==> src/hw/tnn_pkg.sv <==
`default_nettype none

package tnn_pkg;

    // ==============================
    // dimensions
    // ==============================

    localparam int FEAT_CNT   = 16;
    localparam int FEAT_BITS  = 4;
    localparam int HIDDEN_CNT = 16;
    localparam int CLASS_CNT  = 10;
    localparam int ACC_BITS   = 10;
    // largest score is 2*16 + 7 = 39
    localparam int SCORE_BITS = 6;
    localparam int CLASS_BITS = 4;

    typedef logic [FEAT_BITS-1:0]    feature_t;
    typedef feature_t [FEAT_CNT-1:0] feature_vec_t;
    typedef logic [HIDDEN_CNT-1:0]   hidden_t;
    typedef logic [SCORE_BITS-1:0]   score_t;
    typedef score_t [CLASS_CNT-1:0]  score_vec_t;
    typedef logic [CLASS_BITS-1:0]   class_t;

    // ==============================
    // hidden layer weights
    // ==============================

    // bit f of entry n set means feature f adds to neuron n
    localparam logic [FEAT_CNT-1:0] HIDDEN_POS_MASK [HIDDEN_CNT] = '{
        16'h5049,
        16'hB203,
        16'h105A,
        16'hEF85,
        16'h001A,
        16'hA026,
        16'h1601,
        16'hAC06,
        16'h4AC0,
        16'h1058,
        16'hF813,
        16'h400E,
        16'h4168,
        16'hA180,
        16'hE8F4,
        16'h4A00
    };

    // bit f of entry n set means feature f subtracts from neuron n
    localparam logic [FEAT_CNT-1:0] HIDDEN_NEG_MASK [HIDDEN_CNT] = '{
        16'hAD24,
        16'h4140,
        16'hEA25,
        16'h105A,
        16'hA085,
        16'h4EC0,
        16'hE940,
        16'h5088,
        16'hB031,
        16'hE8A5,
        16'h03A4,
        16'h9710,
        16'hBE03,
        16'h4800,
        16'h050B,
        16'hB081
    };

    // ==============================
    // output layer weights
    // ==============================

    // a hidden bit of 1 under a positive weight counts as a match
    localparam logic [HIDDEN_CNT-1:0] CLASS_POS_MASK [CLASS_CNT] = '{
        16'h048A,
        16'hD100,
        16'hD915,
        16'h9256,
        16'h8C08,
        16'h4082,
        16'h0CE2,
        16'h5014,
        16'h6000,
        16'h0048
    };

    // a hidden bit of 0 under a negative weight counts as a match
    localparam logic [HIDDEN_CNT-1:0] CLASS_NEG_MASK [CLASS_CNT] = '{
        16'h5934,
        16'h06E3,
        16'h20EA,
        16'h4529,
        16'h6024,
        16'h9605,
        16'hD100,
        16'h00C9,
        16'h8950,
        16'h90B0
    };

    localparam score_t CLASS_BIAS [CLASS_CNT] = '{
        6'd3, 6'd3, 6'd3, 6'd3, 6'd0, 6'd7, 6'd0, 6'd7, 6'd0, 6'd6
    };

endpackage

`default_nettype wire

==> src/hw/hidden_layer.sv <==
`timescale 1ns/100ps
`default_nettype none

module hidden_layer (
    input  tnn_pkg::feature_vec_t features,
    output tnn_pkg::hidden_t      hidden
);
    import tnn_pkg::*;

    // signed sum of the selected features, features are zero extended first
    function automatic logic signed [ACC_BITS-1:0] neuron_sum(
        input feature_vec_t          fv,
        input logic [FEAT_CNT-1:0]   pos,
        input logic [FEAT_CNT-1:0]   neg
    );
        logic signed [ACC_BITS-1:0] acc;
        logic signed [ACC_BITS-1:0] term;
        acc = '0;
        for (int f = 0; f < FEAT_CNT; f++) begin
            term = signed'(ACC_BITS'(fv[f]));
            if (pos[f]) begin
                acc = acc + term;
            end
            if (neg[f]) begin
                acc = acc - term;
            end
        end
        return acc;
    endfunction

    for (genvar n = 0; n < HIDDEN_CNT; n++) begin : g_neuron
        logic signed [ACC_BITS-1:0] sum;

        assign sum = neuron_sum(features, HIDDEN_POS_MASK[n], HIDDEN_NEG_MASK[n]);
        // sign activation, a zero sum fires
        assign hidden[n] = (sum >= 0);
    end

endmodule

`default_nettype wire

==> src/hw/pipe_stage.sv <==
`timescale 1ns/100ps
`default_nettype none

module pipe_stage #(
    parameter type payload_t = logic
) (
    input  logic     clk,
    input  logic     arst_n,
    input  logic     valid_in,
    input  payload_t data_in,
    output logic     valid_out,
    output payload_t data_out
);

    // ==============================
    // stage registers
    // ==============================

    always_ff @(posedge clk or negedge arst_n) begin
        if (!arst_n) begin
            valid_out <= 1'b0;
            data_out  <= '0;
        end else begin
            valid_out <= valid_in;
            data_out  <= data_in;
        end
    end

    // the strobe drives the next stage without qualification
    valid_known_a: assert property (
        @(posedge clk) disable iff (!arst_n)
        !$isunknown(valid_out)
    ) else $error("valid_out unknown out of reset");

endmodule

`default_nettype wire

==> src/hw/class_scorer.sv <==
`timescale 1ns/100ps
`default_nettype none

module class_scorer (
    input  tnn_pkg::hidden_t    hidden,
    output tnn_pkg::score_vec_t scores
);
    import tnn_pkg::*;

    function automatic int max_bias();
        int m;
        m = 0;
        for (int c = 0; c < CLASS_CNT; c++) begin
            if (int'(CLASS_BIAS[c]) > m) begin
                m = int'(CLASS_BIAS[c]);
            end
        end
        return m;
    endfunction

    localparam int MAX_SCORE = 2 * HIDDEN_CNT + max_bias();

    // every hidden bit matching its weight sign, with the bias on top
    if (MAX_SCORE >= 2 ** SCORE_BITS) begin : g_score_width_check
        $error("score width %0d cannot hold score %0d", SCORE_BITS, MAX_SCORE);
    end

    for (genvar c = 0; c < CLASS_CNT; c++) begin : g_class
        logic [HIDDEN_CNT-1:0] match;
        score_t                count;

        // ones under positive weights and zeros under negative weights
        assign match = (hidden & CLASS_POS_MASK[c]) | (~hidden & CLASS_NEG_MASK[c]);
        assign count = SCORE_BITS'($countones(match));

        assign scores[c] = (count << 1) + CLASS_BIAS[c];
    end

endmodule

`default_nettype wire

==> src/hw/argmax_select.sv <==
`timescale 1ns/100ps
`default_nettype none

module argmax_select (
    input  tnn_pkg::score_vec_t scores,
    output tnn_pkg::class_t     prediction
);
    import tnn_pkg::*;

    // ==============================
    // linear scan
    // ==============================

    // strict compare keeps the lower index on a tie
    always_comb begin
        score_t best;
        best       = scores[0];
        prediction = '0;
        for (int c = 1; c < CLASS_CNT; c++) begin
            if (scores[c] > best) begin
                best       = scores[c];
                prediction = class_t'(c);
            end
        end
    end

endmodule

`default_nettype wire

==> src/hw/tnn_classifier.sv <==
`timescale 1ns/100ps
`default_nettype none

module tnn_classifier (
    input  logic                  clk,
    input  logic                  arst_n,
    input  logic                  in_valid,
    input  tnn_pkg::feature_vec_t features,
    output logic                  out_valid,
    output tnn_pkg::class_t       prediction
);
    import tnn_pkg::*;

    hidden_t    hidden_comb;
    hidden_t    hidden_q;
    logic       hidden_valid;
    score_vec_t scores_comb;
    score_vec_t scores_q;

    // ==============================
    // stage 1 hidden layer
    // ==============================

    hidden_layer u_hidden (
        .features (features),
        .hidden   (hidden_comb)
    );

    pipe_stage #(
        .payload_t (hidden_t)
    ) u_hidden_stage (
        .clk       (clk),
        .arst_n    (arst_n),
        .valid_in  (in_valid),
        .data_in   (hidden_comb),
        .valid_out (hidden_valid),
        .data_out  (hidden_q)
    );

    // ==============================
    // stage 2 output layer
    // ==============================

    class_scorer u_scorer (
        .hidden (hidden_q),
        .scores (scores_comb)
    );

    pipe_stage #(
        .payload_t (score_vec_t)
    ) u_score_stage (
        .clk       (clk),
        .arst_n    (arst_n),
        .valid_in  (hidden_valid),
        .data_in   (scores_comb),
        .valid_out (out_valid),
        .data_out  (scores_q)
    );

    // selection is combinational after the second register
    argmax_select u_argmax (
        .scores     (scores_q),
        .prediction (prediction)
    );

    prediction_range_a: assert property (
        @(posedge clk) disable iff (!arst_n)
        out_valid |-> (prediction < CLASS_CNT)
    ) else $error("prediction %0d out of class range", prediction);

endmodule

`default_nettype wire

==> config.mk <==
export PLATFORM = sky130hd
export DESIGN_NAME = tnn_classifier
export DESIGN_NICKNAME = d
export VERILOG_FILES = /design/src/hw/tnn_pkg.sv /design/src/hw/hidden_layer.sv /design/src/hw/pipe_stage.sv /design/src/hw/class_scorer.sv /design/src/hw/argmax_select.sv /design/src/hw/tnn_classifier.sv
export SDC_FILE = /design/constraint.sdc
export NUM_CORES = 1
export LEC_CHECK = 0
export BUFFER_PORTS_ARGS = -buffer_cell sky130_fd_sc_hd__clkbuf_2
export CAP_MARGIN = 40
export CORE_UTILIZATION = 25
export CTS_CLUSTER_DIAMETER = 150
export CTS_CLUSTER_SIZE = 20
export DETAILED_ROUTE_END_ITERATION = 6
export GPL_TIMING_DRIVEN = 0
export PLACE_DENSITY_LB_ADDON = 0.25
export SLEW_MARGIN = 15
export SYNTH_ARGS = -nofsm -noshare
export SYNTH_HDL_FRONTEND = slang
export SYNTH_SLANG_ARGS = --single-unit
==> constraint.sdc <==
create_clock -name clk -period 20.8 [get_ports clk]
set_input_delay 2.08 -clock clk [delete_from_list [all_inputs] [get_ports clk]]
set_output_delay 2.08 -clock clk [all_outputs]
set_load 0.01 [all_outputs]
Word-level counts from Yosys, hierarchy flattened
Cells that the tools add are included.
Widths: inputs -> output; s select.

cells by class
  add/subtract/negate cells = 309
  $mul = 0
  divide/modulo/power cells = 0
  magnitude comparators = 25
  equality and inequality tests = 0
  shift operators = 0
  mux-type cells = 17
  bitwise logic cells = 11
  reductions and logical operators = 0

operator list
  cell                 number
  $sub 10x5->10        77
  $add 10x5->10        68
  $add 5x5->5          57
  $ge 10x1->1 const B  16
  $add 1x1->2          78
  $gt 6x6->1           9
  $mux 6               8
  $or 15x16->16        2
  $or 16x15->16        2
  $add 2x2->3          8
  $add 6x2->6 const B  4
  $add 4x4->5          4
  $add 6x3->6 const B  3
  $add 3x3->4          4
  $not 16->16          1
  $or 12x16->16        1
  $or 16x11->16        1
  $or 16x14->16        1
  $or 7x16->16         1
  $or 11x15->15        1
  $or 15x8->15         1
  $sub 4x4->5          3
  $mux 3               4
  $mux 4               2
  other kinds (4)      6

storage, ports and cells
  bits in registers = 75
  bits in latches = 0
  bits in writable memories = 0
  ROM bits = 0
  bits of input ports = 67
  output and inout bits = 5
  word-level logic and storage cells = 375
  memories kept = 0

Depth between registers and ports, before layout
  depth in word-level cells = 18
  gate-level depth with buffers = 77
  gate-level depth less buffers = 75

By module
Synthesis repeated with hierarchy kept, for this count alone.

unflattened totals
  cell total of the unflattened synthesis = 2372
  area, all modules = 24562.3 um2

modules (own cells, without submodules)
  module                       instances  cells an instance  area each (um2)  seq. area each (um2)
  hidden_layer                 1          1580               16811.1          0.0
  class_scorer                 1          333                3025.4           0.0
  argmax_select                1          381                2773.9           0.0
  pipe_stage (u_score_stage)   1          61                 1526.5           1526.5
  pipe_stage (u_hidden_stage)  1          17                 425.4            425.4

Least setup slack after synthesis
OpenSTA, ideal clock, no wires.

  kind = register to output
  start point = reg u_score_stage.data_out[8] in the netlist's numbering
  end point = out prediction[0]
  arrival time = 14351 ps
  data required time = 18720 ps
  path slack = 4369 ps
  stages on the path, launching flop included = 72
  buffers on the path = 2
  cells stage by stage = dfrtp_1 ha_1 and4_1 nand2_1 nand2_1 mux2i_1 ha_1 nand2_1 nor2_1 a31o_2 a211oi_1 o21ai_1 o21ai_2 nor2_1 a21oi_1 inv_1 ha_1 and2_1 [... 36 more ...] and3_1 buf_6 mux2i_1 ha_1 a21o_1 a21o_1 a21oi_1 a211oi_1 nand4_1 a21boi_0 mux2_2 ha_1 a21o_1 a21o_1 a21oi_1 nor2_1 and4_1 or4_1

on the way
  cells in the longest elaborated chain, start to end = 18
  elaborated cells between the ends (all ways) = 26
  classes of those cells = order compare: 9; mux: 17

ends and longest elaborated chain
  element                   line                  RTL
  start: declaration        pipe_stage.sv:12      output payload_t data_out
  start signal: assignment  pipe_stage.sv:25      data_out <= data_in;
  $gt 6x6->1                argmax_select.sv:20   if (scores[c] > best) begin
  $mux 6                    argmax_select.sv:20
  $gt 6x6->1                argmax_select.sv:20
  $mux 6                    argmax_select.sv:20
  $gt 6x6->1                argmax_select.sv:20
  $mux 6                    argmax_select.sv:20
  $gt 6x6->1                argmax_select.sv:20
  $mux 6                    argmax_select.sv:20
  [... 2 more ...]          -
  $gt 6x6->1                argmax_select.sv:20
  $mux 6                    argmax_select.sv:20
  $gt 6x6->1                argmax_select.sv:20
  $mux 6                    argmax_select.sv:20
  $gt 6x6->1                argmax_select.sv:20
  $mux 6                    argmax_select.sv:20
  $gt 6x6->1                argmax_select.sv:20
  $mux 4 (*)                argmax_select.sv:20
  end: declaration          tnn_classifier.sv:10  output tnn_pkg::class_t prediction

Every way passes the cells marked *; elsewhere a longest branch is shown, timed or not.

Worst setup path after layout
  start point = reg u_score_stage.data_out[2] in the netlist's numbering
  end point = out prediction[0]

Same word-level chain as after synthesis.

==> metrics.md <==
| Metric | Value |
|---|---|
| Worst-margin pin slew | 0.924 ns |
| Setup TNS | 0 ns |
| Crit Path Category | reg2out |
| Clock sink count | 65 |
| Die extent in x | 303 um |
| Critical Path RT | 18.72 ns |
| Post-synth top area share | 0.483 |
| Global-route wire length before repair | 103000 um |
| Post-CTS Hold Fix Bufs | 0 |
| Row count | 110 |
| Max stage delay on crit path | 0.61 ns |
| DRC | 0 |
| Share of cells above drive strength 1 | 0.0612 |
| Mean post-synth cell area | 10.7 um^2 |
| # fillers | 9523 |
| CP max stage cell | or4_1 |
| Met3 wire length | 4290 um |
| RePlAce Congestion | 0.955 |
| CTS tree | built |
| Max cap viols | 0 |
| Reg2reg setup slack | 16.67 ns |
| Setup crit start kind | flop |
| Top Metal Used | met5 |
| Drt pass-1 iters | 6 |
| Synth unique cells | 74 |
| Setup Skew | 0.00986 ns |
| Hold WS | 0.349 ns |
| Via count | 14700 |
| Crit path capture type | output port |
| CTS buffer count | 9 |
| Vias in the first global route | 16500 |
| Slew Limit Fails | 0 |
| Hold crit path type | reg2reg |
| Design area | 25000 um^2 |
| Routed WL | 69000 um |
| Clk slew on worst S/H paths | 0.06 ns |
| DP Wirelength | 61900 um |
| Top cells by area, synth | fa_1 (48%), ha_1 (18%), inv_1 (11%) |
| RSZ-0062 raised after global routing | false |
| 1st-iter DRT viols | 763 |
| Synthesis Warnings | 0 |
| Die area | 92100 um^2 |
| CTS root buf | clkbuf_16 |
| Placeable core region | 90000 um^2 |
| Crit path top cell by count | ha_1 |
| Initial antenna violation count | 2 |
| CP top delay family | compound AO/OA/AOI/OAI gates |
| Grt total ovfl | 0 |
| DR WL met2 | 32400 um |
| Wl on met1 | 30300 um |
| Crit Path Max Fanout | 9 |
| Mapped Cells | 2129 |
| Port bufs | 71 |
| Nets | 3158 |
| WL per Instance | 20.3 um |
| Syn nets | 3070 |
| Outcome | finished clean |
| Slew headroom | 0.368 |
| Placed Area | 24600 um^2 |
| Commonest cells after routing, fill and taps aside | inv_1 (655), fa_1 (548), ha_1 (326), a21oi_1 (71), clkbuf_2 (70) |
| Setup Buffers After CTS | 0 |
| Ys flop type | dfrtp_1 |
| H-tree depth | 3 |
| Seq cells post-synth | 65 |
| Most common cell after layout, fill and taps aside | inv_1 |
| Clk buf depth | 2 |
| Initial core utilization | 0.252 |
| Antenna Cells | 0 |
| IO Pins | 72 |
| Routed Antenna Nets | 0 |
| Final Hold Fails | 0 |
| Post-synth EDFFs | 0 |
| Worst Path Buf+Inv | 8 |
| Period minus WS final | 19.35 ns |
| Largest net degree at the start of global routing | 42 |
| Drt via density | 4.32 |
| Cell taking the most area after synthesis | fa_1 |
| Mapped Area | 22700 um^2 |
| Seq/Total Area, Yosys | 0.0716 |
| Worst-Skew Late Latency | 0.33 ns |
| Post-synthesis async set-or-reset flop share | 1.00 |
| Final setup violation count | 0 |
| FMAX | 51.7 MHz |
| Tot GR Track Use | 0.155 |
| Arrival time of the worst setup path | 17.27 ns |
| Die Y | 303 um |
| Tcrit/Tclk final | 0.930 |
| Area Growth Syn to Fin | 9.84% |
[synthesized netlist by cell type (3+ instances only)]
cell type / instances
nand4_1: 10
clkbuf_1: 3
nor2_1: 46
ha_1: 326
mux2_2: 7
o21ai_0: 32
mux2i_1: 14
o21a_1: 3
nor2b_1: 21
a21boi_0: 4
nor3b_1: 6
o21bai_1: 4
a21oi_1: 72
fa_1: 548
and3_1: 8
nor4_1: 3
a211oi_1: 7
o211ai_1: 11
o211a_1: 3
a21o_1: 45
o31ai_1: 5
nand2b_1: 13
a31oi_1: 3
nand3_1: 12
nor3_1: 4
o22ai_1: 5
and4_1: 3
inv_1: 655
buf_6: 4
o21ai_1: 6
o2111ai_1: 3
or2_2: 8
and2_1: 5
xnor2_1: 44
xor2_1: 26
dfrtp_1: 65
nand2_1: 41
maj3_1: 5
[registers in the layout, indices dropped and copies added, names as in the netlist]
name / cells
u_score_stage.data_out: 47
u_score_stage.valid_out: 1
u_hidden_stage.data_out: 16
u_hidden_stage.valid_out: 1
[through the flow]
stage | instances | util | setup WS, ns
6_report | 3398 | 0.277 | 1.45
5_1_grt | 3398 | 0.277 | 0.0443
4_1_cts | 3395 | 0.277 | 0.619
3_5_place_dp | 3379 | 0.273 | 1.04
3_3_place_gp | 3376 | 0.273 | 1.27
2_1_floorplan | 2129 | - | 4.37
[layer usage]
layer | up-vias | global-route usage
li1 | 6582 | -
met1 | 7697 | 0.210
met2 | 340 | 0.251
met3 | 72 | 0.0345
met4 | 4 | 0.0386
met5 | - | 0
[cells by family (layout without fill, tap and decap cells)]
kind of cell	count (synthesis)	count (layout)	synth area share
DFF	65	65	0.0716
adders and majority gates	879	879	0.664
xor gates and xnor gates	70	70	0.0270
other	1	1	0.000165
muxes	23	23	0.0112
buffers and inverters	664	757	0.111
and+or+nand+nor	189	189	0.0434
AOI/OAI and AO/OA	238	238	0.0710
[worst paths after layout]
kind	startpoint	end	cells after the start
setup / recovery	u_score_stage.data_out[2]$_DFF_PN0_	prediction[0]	75
max in group asynchronous	arst_n	u_score_stage.data_out[17]$_DFF_PN0_	2
hold reg to reg	u_hidden_stage.valid_out$_DFF_PN0_	u_score_stage.valid_out$_DFF_PN0_	0
hold / removal	u_hidden_stage.valid_out$_DFF_PN0_	u_score_stage.valid_out$_DFF_PN0_	0
setup reg to reg	u_hidden_stage.data_out[5]$_DFF_PN0_	u_score_stage.data_out[5]$_DFF_PN0_	14
min in group asynchronous	arst_n	u_hidden_stage.valid_out$_DFF_PN0_	1
[cell type report]
class,count,area [um^2],area share
multi-input combinational,1400,18600,0.745
inverter,655,2460,0.0985
sequential,65,1630,0.0652
tap,1176,1470,0.0590
timing repair buffer,77,430,0.0172
clock buffer,9,225,0.00902
clock inverter,7,93.8,0.00376
buffer,9,66.3,0.00266
[timing repair]
action / CTS / global route
endpoints found under the hold margin: 0 / 0
gates resized for setup: 0 / 5
setup endpoints to repair: 0 / 4
[worst reg2reg max path, cell delays in order, from the launching register on]
cell and delay (ns):
dfrtp_1 0.46, inv_1 0.30, ha_1 0.36, fa_1 0.52
inv_1 0.05, fa_1 0.47, inv_1 0.05, fa_1 0.44
ha_1 0.25, fa_1 0.56, ha_1 0.21, nand2_1 0.07
nor2_1 0.09, a21oi_1 0.04, o221ai_1 0.19
Power is not shown: default switching activity piles up to over one toggle a cycle in this logic, so the estimate is an artifact.
